<file path="config.mk">
export PLATFORM = sky130hd
export DESIGN_NAME = car_dodge_top
export DESIGN_NICKNAME = d
export VERILOG_FILES = /design/src/common/car_dodge_pkg.sv /design/src/common/pixel_if.sv /design/src/common/sprite_ctrl_if.sv /design/src/rtl/car_dodge_top.sv /design/src/rtl/pixel_arbiter.sv /design/src/sprite/sprite_bounce.sv /design/src/sprite/sprite_ctrl.sv /design/src/sprite/sprite_player.sv
export VERILOG_INCLUDE_DIRS = /design/src /design/src/common
export SDC_FILE = /design/constraint.sdc
export NUM_CORES = 1
export LEC_CHECK = 0
export ABC_CLOCK_PERIOD_IN_PS = 3800
export BUFFER_PORTS_ARGS = -buffer_cell sky130_fd_sc_hd__buf_2
export CAP_MARGIN = 5
export CORE_UTILIZATION = 40
export CTS_BUF_LIST = sky130_fd_sc_hd__clkbuf_8
export CTS_CLUSTER_DIAMETER = 120
export DETAILED_ROUTE_END_ITERATION = 12
export HOLD_SLACK_MARGIN = 0.08
export SYNTH_ARGS = -nofsm -noshare
export SYNTH_HDL_FRONTEND = slang
export SYNTH_SLANG_ARGS = --single-unit
</file>
<file path="constraint.sdc">
create_clock -name clk -period 3.8 [get_ports clk]
set_input_delay 0 -clock clk [delete_from_list [all_inputs] [get_ports clk]]
set_output_delay 0 -clock clk [all_outputs]
set_load 0.02 [all_outputs]
</file>
<file path="src/common/car_dodge_params.svh">
`ifndef CAR_DODGE_PARAMS_SVH
`define CAR_DODGE_PARAMS_SVH

// 160x120 frame buffer
`define SCREEN_W        160
`define SCREEN_H        120

`define SPRITE_SIDE     4
`define SPRITE_PIXELS   (`SPRITE_SIDE * `SPRITE_SIDE)
`define X_MAX           (`SCREEN_W - `SPRITE_SIDE)  // rightmost origin column
`define Y_MAX           (`SCREEN_H - `SPRITE_SIDE)  // lowest player row

`define LANE_A_Y        40
`define LANE_B_Y        90
`define PLAYER_X        80
`define PLAYER_Y0       100

// ps/2 make codes
`define KEY_DOWN        8'h1B
`define KEY_UP          8'h1D

`define COLOUR_BLACK    0
`define COLOUR_BLUE     1
`define COLOUR_GREEN    2
`define COLOUR_RED      4

`define TICK_CYCLES     12500000  // 4 Hz frame rate at 50 MHz
`define NUM_SPRITES     3

`endif

</file>
<file path="src/common/car_dodge_pkg.sv">
`default_nettype none

package car_dodge_pkg;

    typedef logic [7:0] x_coord_t;      // column, 0..159
    typedef logic [6:0] y_coord_t;      // row, 0..119
    typedef logic [2:0] colour_t;       // {r, g, b}
    typedef logic [7:0] scan_code_t;

    // low bits give the column offset, high bits the row offset
    typedef logic [3:0] pixel_idx_t;

    typedef logic [23:0] tick_count_t;

    typedef enum logic [2:0] {
        st_start,
        st_draw,
        st_idle,
        st_erase,
        st_update
    } sprite_state_t;

endpackage

`default_nettype wire

</file>
<file path="src/common/pixel_if.sv">
`timescale 1ns/1ps
`default_nettype none

// one sprite's pixel write towards the arbiter
interface pixel_if;
    import car_dodge_pkg::*;

    logic       req;     // held until granted
    logic       grant;
    x_coord_t   x;
    y_coord_t   y;
    colour_t    colour;

    modport sprite (
        output req, x, y, colour,
        input  grant
    );

    modport arbiter (
        input  req, x, y, colour,
        output grant
    );

endinterface

`default_nettype wire

</file>
<file path="src/common/sprite_ctrl_if.sv">
`timescale 1ns/1ps
`default_nettype none

interface sprite_ctrl_if;

    logic draw;        // level, emit the 16 pixels
    logic erase;       // level, only together with draw
    logic update;      // single-cycle move request
    logic pass_done;   // last pixel of a pass granted

    modport ctrl (
        output draw, erase, update,
        input  pass_done
    );

    modport datapath (
        input  draw, erase, update,
        output pass_done
    );

endinterface

`default_nettype wire

</file>
<file path="src/rtl/car_dodge_top.sv">
`timescale 1ns/1ps
`default_nettype none

`include "car_dodge_params.svh"

module car_dodge_top #(
    parameter int tick_cycles = `TICK_CYCLES
) (
    input  logic                       clk,
    input  logic                       resetn,
    input  car_dodge_pkg::scan_code_t  scan_code,
    output logic                       plot,
    output car_dodge_pkg::x_coord_t    x,
    output car_dodge_pkg::y_coord_t    y,
    output car_dodge_pkg::colour_t     colour
);
    import car_dodge_pkg::*;

    // 0 lane a, 1 lane b, 2 player
    sprite_ctrl_if sc_if [`NUM_SPRITES] ();
    pixel_if       px_if [`NUM_SPRITES] ();

    for (genvar i = 0; i < `NUM_SPRITES; i++)
    begin : g_ctrl
        sprite_ctrl #(
            .tick_cycles (tick_cycles)
        ) u_ctrl (
            .clk    (clk),
            .resetn (resetn),
            .ctrl   (sc_if[i])
        );
    end

    sprite_bounce #(
        .lane_y        (y_coord_t'(`LANE_A_Y)),
        .start_x       (x_coord_t'(`X_MAX)),
        .start_right   (1'b0),
        .sprite_colour (colour_t'(`COLOUR_RED))
    ) lane_a (
        .clk    (clk),
        .resetn (resetn),
        .ctrl   (sc_if[0]),
        .pix    (px_if[0])
    );

    sprite_bounce #(
        .lane_y        (y_coord_t'(`LANE_B_Y)),
        .start_x       (x_coord_t'(0)),
        .start_right   (1'b1),
        .sprite_colour (colour_t'(`COLOUR_BLUE))
    ) lane_b (
        .clk    (clk),
        .resetn (resetn),
        .ctrl   (sc_if[1]),
        .pix    (px_if[1])
    );

    sprite_player #(
        .sprite_colour (colour_t'(`COLOUR_GREEN))
    ) player (
        .clk       (clk),
        .resetn    (resetn),
        .scan_code (scan_code),
        .ctrl      (sc_if[2]),
        .pix       (px_if[2])
    );

    pixel_arbiter u_arbiter (
        .clk    (clk),
        .resetn (resetn),
        .src    (px_if),
        .plot   (plot),
        .x      (x),
        .y      (y),
        .colour (colour)
    );

endmodule

`default_nettype wire

</file>
<file path="src/rtl/pixel_arbiter.sv">
`timescale 1ns/1ps
`default_nettype none

`include "car_dodge_params.svh"

module pixel_arbiter (
    input  logic                     clk,
    input  logic                     resetn,
    pixel_if.arbiter                 src [`NUM_SPRITES],
    output logic                     plot,
    output car_dodge_pkg::x_coord_t  x,
    output car_dodge_pkg::y_coord_t  y,
    output car_dodge_pkg::colour_t   colour
);
    import car_dodge_pkg::*;

    localparam int num   = `NUM_SPRITES;
    localparam int idx_w = $clog2(num);

    typedef logic [idx_w-1:0] src_idx_t;

    logic [num-1:0] req_vec;
    logic [num-1:0] grant_vec;
    x_coord_t       x_arr [num];
    y_coord_t       y_arr [num];
    colour_t        c_arr [num];
    src_idx_t       last_q;     // last granted source
    src_idx_t       sel;

    for (genvar i = 0; i < num; i++)
    begin : g_src
        assign req_vec[i]   = src[i].req;
        assign x_arr[i]     = src[i].x;
        assign y_arr[i]     = src[i].y;
        assign c_arr[i]     = src[i].colour;
        assign src[i].grant = grant_vec[i];
    end

    // search starts just after the last winner
    always_comb
    begin
        logic     found;
        src_idx_t cand;
        grant_vec = '0;
        sel       = last_q;
        found     = 1'b0;
        for (int k = 1; k <= num; k++)
        begin
            cand = src_idx_t'((int'(last_q) + k) % num);
            if (!found && req_vec[cand])
            begin
                grant_vec[cand] = 1'b1;
                sel             = cand;
                found           = 1'b1;
            end
        end
    end

    always_ff @(posedge clk)
    begin
        if (!resetn)
        begin
            plot   <= 1'b0;
            last_q <= src_idx_t'(num - 1);   // source 0 wins first
        end
        else
        begin
            plot <= |grant_vec;
            if (|grant_vec)
                last_q <= sel;
        end
    end

    always_ff @(posedge clk)
    begin
        if (|grant_vec)
        begin
            x      <= x_arr[sel];
            y      <= y_arr[sel];
            colour <= c_arr[sel];
        end
    end

    a_grant_onehot: assert property (@(posedge clk) disable iff (!resetn)
        $onehot0(grant_vec));
    a_grant_to_req: assert property (@(posedge clk) disable iff (!resetn)
        (grant_vec & ~req_vec) == '0);

endmodule

`default_nettype wire

</file>
<file path="src/sprite/sprite_bounce.sv">
`timescale 1ns/1ps
`default_nettype none

`include "car_dodge_params.svh"

module sprite_bounce #(
    parameter car_dodge_pkg::y_coord_t lane_y        = 7'(`LANE_A_Y),
    parameter car_dodge_pkg::x_coord_t start_x       = 8'(`X_MAX),
    parameter bit                      start_right   = 1'b0,
    parameter car_dodge_pkg::colour_t  sprite_colour = 3'(`COLOUR_RED)
) (
    input  logic              clk,
    input  logic              resetn,
    sprite_ctrl_if.datapath   ctrl,
    pixel_if.sprite           pix
);
    import car_dodge_pkg::*;

    x_coord_t   origin_x;
    logic       dir_right;     // 1 = moving right
    logic       move_right;
    pixel_idx_t idx;
    logic       fire;

    assign fire = pix.req && pix.grant;

    // index only advances on a granted pixel
    always_ff @(posedge clk)
    begin
        if (!resetn)
            idx <= '0;
        else if (fire)
            idx <= idx + 1'b1;   // wraps to 0 after the 16th
    end

    assign ctrl.pass_done = fire && (idx == pixel_idx_t'(`SPRITE_PIXELS - 1));

    // bounce off either edge
    always_comb
    begin
        if (origin_x == '0)
            move_right = 1'b1;
        else if (origin_x == x_coord_t'(`X_MAX))
            move_right = 1'b0;
        else
            move_right = dir_right;
    end

    always_ff @(posedge clk)
    begin
        if (!resetn)
        begin
            origin_x  <= start_x;
            dir_right <= start_right;
        end
        else if (ctrl.update)
        begin
            dir_right <= move_right;
            origin_x  <= move_right ? origin_x + 1'b1 : origin_x - 1'b1;
        end
    end

    assign pix.req    = ctrl.draw;
    assign pix.x      = origin_x + x_coord_t'(idx[1:0]);
    assign pix.y      = lane_y + y_coord_t'(idx[3:2]);
    assign pix.colour = ctrl.erase ? colour_t'(`COLOUR_BLACK) : sprite_colour;

    a_origin_in_range: assert property (@(posedge clk) disable iff (!resetn)
        origin_x <= x_coord_t'(`X_MAX));

endmodule

`default_nettype wire

</file>
<file path="src/sprite/sprite_ctrl.sv">
`timescale 1ns/1ps
`default_nettype none

`include "car_dodge_params.svh"

module sprite_ctrl #(
    parameter int tick_cycles = `TICK_CYCLES
) (
    input  logic              clk,
    input  logic              resetn,
    sprite_ctrl_if.ctrl       ctrl
);
    import car_dodge_pkg::*;

    sprite_state_t state_q;
    sprite_state_t state_d;
    tick_count_t   tick_cnt;
    logic          tick_wrap;

    // free running frame timer
    assign tick_wrap = (tick_cnt == tick_count_t'(tick_cycles - 1));

    always_ff @(posedge clk)
    begin
        if (!resetn)
            tick_cnt <= '0;
        else if (tick_wrap)
            tick_cnt <= '0;
        else
            tick_cnt <= tick_cnt + 1'b1;
    end

    always_comb
    begin
        state_d = state_q;
        case (state_q)
            st_start:  state_d = st_draw;
            st_draw:
                if (ctrl.pass_done)
                    state_d = st_idle;
            st_idle:
                if (tick_wrap)
                    state_d = st_erase;   // next frame
            st_erase:
                if (ctrl.pass_done)
                    state_d = st_update;
            st_update: state_d = st_draw;
            default:   state_d = st_start;
        endcase
    end

    always_ff @(posedge clk)
    begin
        if (!resetn)
            state_q <= st_start;
        else
            state_q <= state_d;
    end

    // outputs decoded straight from the state
    assign ctrl.draw   = (state_q == st_draw) || (state_q == st_erase);
    assign ctrl.erase  = (state_q == st_erase);
    assign ctrl.update = (state_q == st_update);

    // pass_done from the datapath only inside a pass, one cycle wide
    a_done_in_pass: assert property (@(posedge clk) disable iff (!resetn)
        ctrl.pass_done |-> ctrl.draw);
    a_done_one_cycle: assert property (@(posedge clk) disable iff (!resetn)
        ctrl.pass_done |=> !ctrl.pass_done);

endmodule

`default_nettype wire

</file>
<file path="src/sprite/sprite_player.sv">
`timescale 1ns/1ps
`default_nettype none

`include "car_dodge_params.svh"

module sprite_player #(
    parameter car_dodge_pkg::colour_t sprite_colour = 3'(`COLOUR_GREEN)
) (
    input  logic                       clk,
    input  logic                       resetn,
    input  car_dodge_pkg::scan_code_t  scan_code,
    sprite_ctrl_if.datapath            ctrl,
    pixel_if.sprite                    pix
);
    import car_dodge_pkg::*;

    y_coord_t   row;
    pixel_idx_t idx;
    logic       fire;
    logic       at_top;
    logic       at_bottom;

    assign fire      = pix.req && pix.grant;
    assign at_top    = (row == '0);
    assign at_bottom = (row == y_coord_t'(`Y_MAX));

    always_ff @(posedge clk)
    begin
        if (!resetn)
            idx <= '0;
        else if (fire)
            idx <= idx + 1'b1;
    end

    assign ctrl.pass_done = fire && (idx == pixel_idx_t'(`SPRITE_PIXELS - 1));

    // one row per frame, held inside the screen
    always_ff @(posedge clk)
    begin
        if (!resetn)
            row <= y_coord_t'(`PLAYER_Y0);
        else if (ctrl.update)
        begin
            if (scan_code == `KEY_DOWN && !at_bottom)
                row <= row + 1'b1;
            else if (scan_code == `KEY_UP && !at_top)
                row <= row - 1'b1;
        end
    end

    assign pix.req    = ctrl.draw;
    assign pix.x      = x_coord_t'(`PLAYER_X) + x_coord_t'(idx[1:0]);
    assign pix.y      = row + y_coord_t'(idx[3:2]);
    assign pix.colour = ctrl.erase ? colour_t'(`COLOUR_BLACK) : sprite_colour;

endmodule

`default_nettype wire

</file>
==> out/metrics.cfg <==
[status]
status=finished clean

[worst_setup_path]
slowest_stage=or4b_2
slowest_delay_ns=0.59
crit_arrival_ns=3.49
crit_fanout=6
crit_family=simple AND/OR/NAND/NOR gates
startpoint_type=flip-flop
crit_chain=nor4_1 -> a21oi_1 -> o2bb2ai_2 -> inv_1 -> ha_1 -> nor2b_1 -> o21ai_0 -> a21oi_1 -> o21ai_0 -> or4b_2 -> o311ai_0
required_ns=4.14
cp_num_buf_inv=1
cp-end-kind=flip-flop
critPathKind=reg2reg

[yosys]
syn_area_per_cell_um2=8.78
ys.flop_type=dfxtp_1
synthesis.instances=881
syn_nets=930
ys_async_sr_fraction=0
ys_ff_latch=139
ys_types=76
syn_area_um2=7730
synth_edf_count=18
seq_area_frac_synth=0.383
synth_warnings=0

[cts]
clk_latency_ns=0.46
cts_buffers=17
cts_max_level=4
cts.clk_slew.worst_paths_ns=0.08
cts_tree=built
cts-root-buf=clkbuf_8
cts_buffer_depth=2
cts_setup_buffers=0
cts_resized=0
cts.sinks=139

[placed_design]
hpwl_um=11100
gp_congestion=0.859
dpl_cell_area_um2=8070
io_buffers=28
place_inst=1144
pre_cts_slack_ns=0.681

[drt]
via_per_inst=5.16
drtAntennaViolNets=0
routedWlPerCell_um=13.3
drtPass1Iterations=5
vias=6081
wl_um=15600
drt_iter0_drc=327
drcViolationCount=0

[timing]
min_period_ns=3.15
setup_viol=0
max_freq_mhz=317
slew_viol_final=0
slew_headroom=0.387
hold_viol=0
fin_ws_ns=0.649
fin_skew_ns=0.0144
period_share=0.829
grt_setup_unrepaired=no
worstMarginPinSlew_ns=0.919
final.setup.tns_ns=0

[global_routing]
track_usage=0.168
grt_pass1_vias=5621
grt_pass1_wl_um=26700
gr-total-overflow=0
grt_max_degree=25
antenna_found_initial=0

[cells_and_area]
finalNonFillerCells=1178
final_area_um2=8510
diodes=0
final_cell_mix=121 x dfxtp_1, 116 x nor2_1, 63 x nand2_1, 54 x xor2_1, 49 x nand3_1
fin_nets=954
final_common_cell=dfxtp_1
syn2layout_area_growth_pct=10.1
drive_gt1_frac=0.100

[floorplanning]
pin_count=29
die-area_um2=19900
dieWidth_um=141
die_h_um=141
core_region_area_um2=18800
start_util=0.411
placement_rows=50

[hold_path]
worst_hold_path_type=in2reg

[power]
p_leak_nw=3.12
ir_worst_vdd_mv=0.280
power_density_nw_per_um2=517

[run]
max-cap-violations=0

## tightest hold or removal path, delay by kind of cell
| family | cells | cell delay (ns) |
|---|---|---|
| AND/OR/NAND/NOR | 4 | 0.32 |
| multiplexers | 1 | 0.14 |
| buffers and inverters | 1 | 0.08 |
## Yosys cell counts (all sizes together), types with 4 or more instances
| master | count | area share |
|---|---|---|
| a211oi | 8 | 0.0084 |
| a21o | 6 | 0.0058 |
| a21oi | 47 | 0.033 |
| a31oi | 7 | 0.0095 |
| and2 | 5 | 0.0040 |
| and3 | 16 | 0.013 |
| and4 | 11 | 0.012 |
| buf | 13 | 0.013 |
| clkbuf | 17 | 0.0084 |
| dfxtp | 121 | 0.31 |
| edfxtp | 18 | 0.070 |
| fa | 6 | 0.016 |
| ha | 33 | 0.053 |
| inv | 41 | 0.020 |
| mux2i | 17 | 0.022 |
| nand2 | 63 | 0.031 |
| nand2b | 12 | 0.0097 |
| nand3 | 49 | 0.032 |
| nand3b | 6 | 0.0058 |
| nand4 | 25 | 0.020 |
| nor2 | 118 | 0.059 |
| nor2b | 14 | 0.011 |
| nor3 | 17 | 0.012 |
| nor3b | 5 | 0.0063 |
| nor4 | 11 | 0.0097 |
| o211ai | 5 | 0.0049 |
| o21ai | 34 | 0.022 |
| o22ai | 4 | 0.0032 |
| o2bb2ai | 5 | 0.0073 |
| or2 | 4 | 0.0032 |
| or3 | 9 | 0.0079 |
| xnor2 | 42 | 0.048 |
| xor2 | 54 | 0.061 |
## registers in the layout (all words and copies together) (netlist names), 3 cells and up
| signal | cells |
|---|---|
| g_ctrl.u_ctrl.state_q | 9 |
| g_ctrl.u_ctrl.tick_cnt | 72 |
| lane_a.idx | 4 |
| lane_a.origin_x | 8 |
| lane_b.idx | 4 |
| lane_b.origin_x | 8 |
| player.idx | 4 |
| player.row | 7 |
| u_arbiter.colour | 3 |
| u_arbiter.x | 8 |
| u_arbiter.y | 7 |
## area by class of cell
type | count | area (um^2)
Fill cell | 1844 | 10300
Multi-Input combinational cell | 671 | 4450
Sequential cell | 139 | 2960
Tap cell | 260 | 325
Clock buffer | 17 | 234
Timing Repair Buffer | 35 | 198
Clock inverter | 15 | 186
Inverter | 41 | 154
## final timing paths
check,startpoint,endpoint,slack (ns),cells past startpoint
setup / recovery,lane_a.origin_x[1],lane_a.origin_x[6],0.65,11
hold reg to reg,g_ctrl[2].u_ctrl.tick_cnt[0],g_ctrl[2].u_ctrl.tick_cnt[0],0.45,1
setup reg to reg,lane_a.origin_x[1],lane_a.origin_x[6],0.65,11
hold / removal,scan_code[6],player.row[4],0.12,6
## stage by stage
| stage | hold WS [ns] | power, mW | utilization |
|---|---|---|---|
| 3_5_place_dp | 0.379 | 3.15 | 0.429 |
| 4_1_cts | 0.0923 | 4.46 | 0.452 |
| 2_1_floorplan | 0.339 | 2.85 | - |
| 6_report | 0.116 | 4.40 | 0.452 |
| 3_3_place_gp | 0.370 | 3.15 | 0.429 |
| 5_1_grt | 0.112 | 4.66 | 0.452 |
## report_power, final
group | switching [mW] | internal, mW | total, mW
sequential | 0.0680 | 1.73 | 1.80
combinational | 0.878 | 0.441 | 1.32
clock | 0.623 | 0.661 | 1.28
total | 1.57 | 2.83 | 4.40
## repair_timing
| action | CTS | global route |
|---|---|---|
| endpoints found under the setup margin | 0 | 0 |
| hold endpoints to repair | 12 | 0 |
| hold buffers | 2 | 0 |
## layer usage
layer  vias up  share of wire  global-route usage
li1       3150              -                   -
met1      2828           0.50               0.220
met3        23          0.029              0.0370
met4         0          0.021              0.0721
met5         -              0                   0
met2        80           0.45               0.266
## cells by family after synthesis
| logic type | after synthesis | synth area share |
|---|---|---|
| buf+inv | 71 | 0.0409 |
| mux | 17 | 0.0220 |
| flops | 139 | 0.383 |
| simple gates | 377 | 0.251 |
| compound gates | 142 | 0.126 |
| fa+ha+maj | 39 | 0.0689 |
| xor+xnor | 96 | 0.109 |
Power figures use the tool's default switching activity.
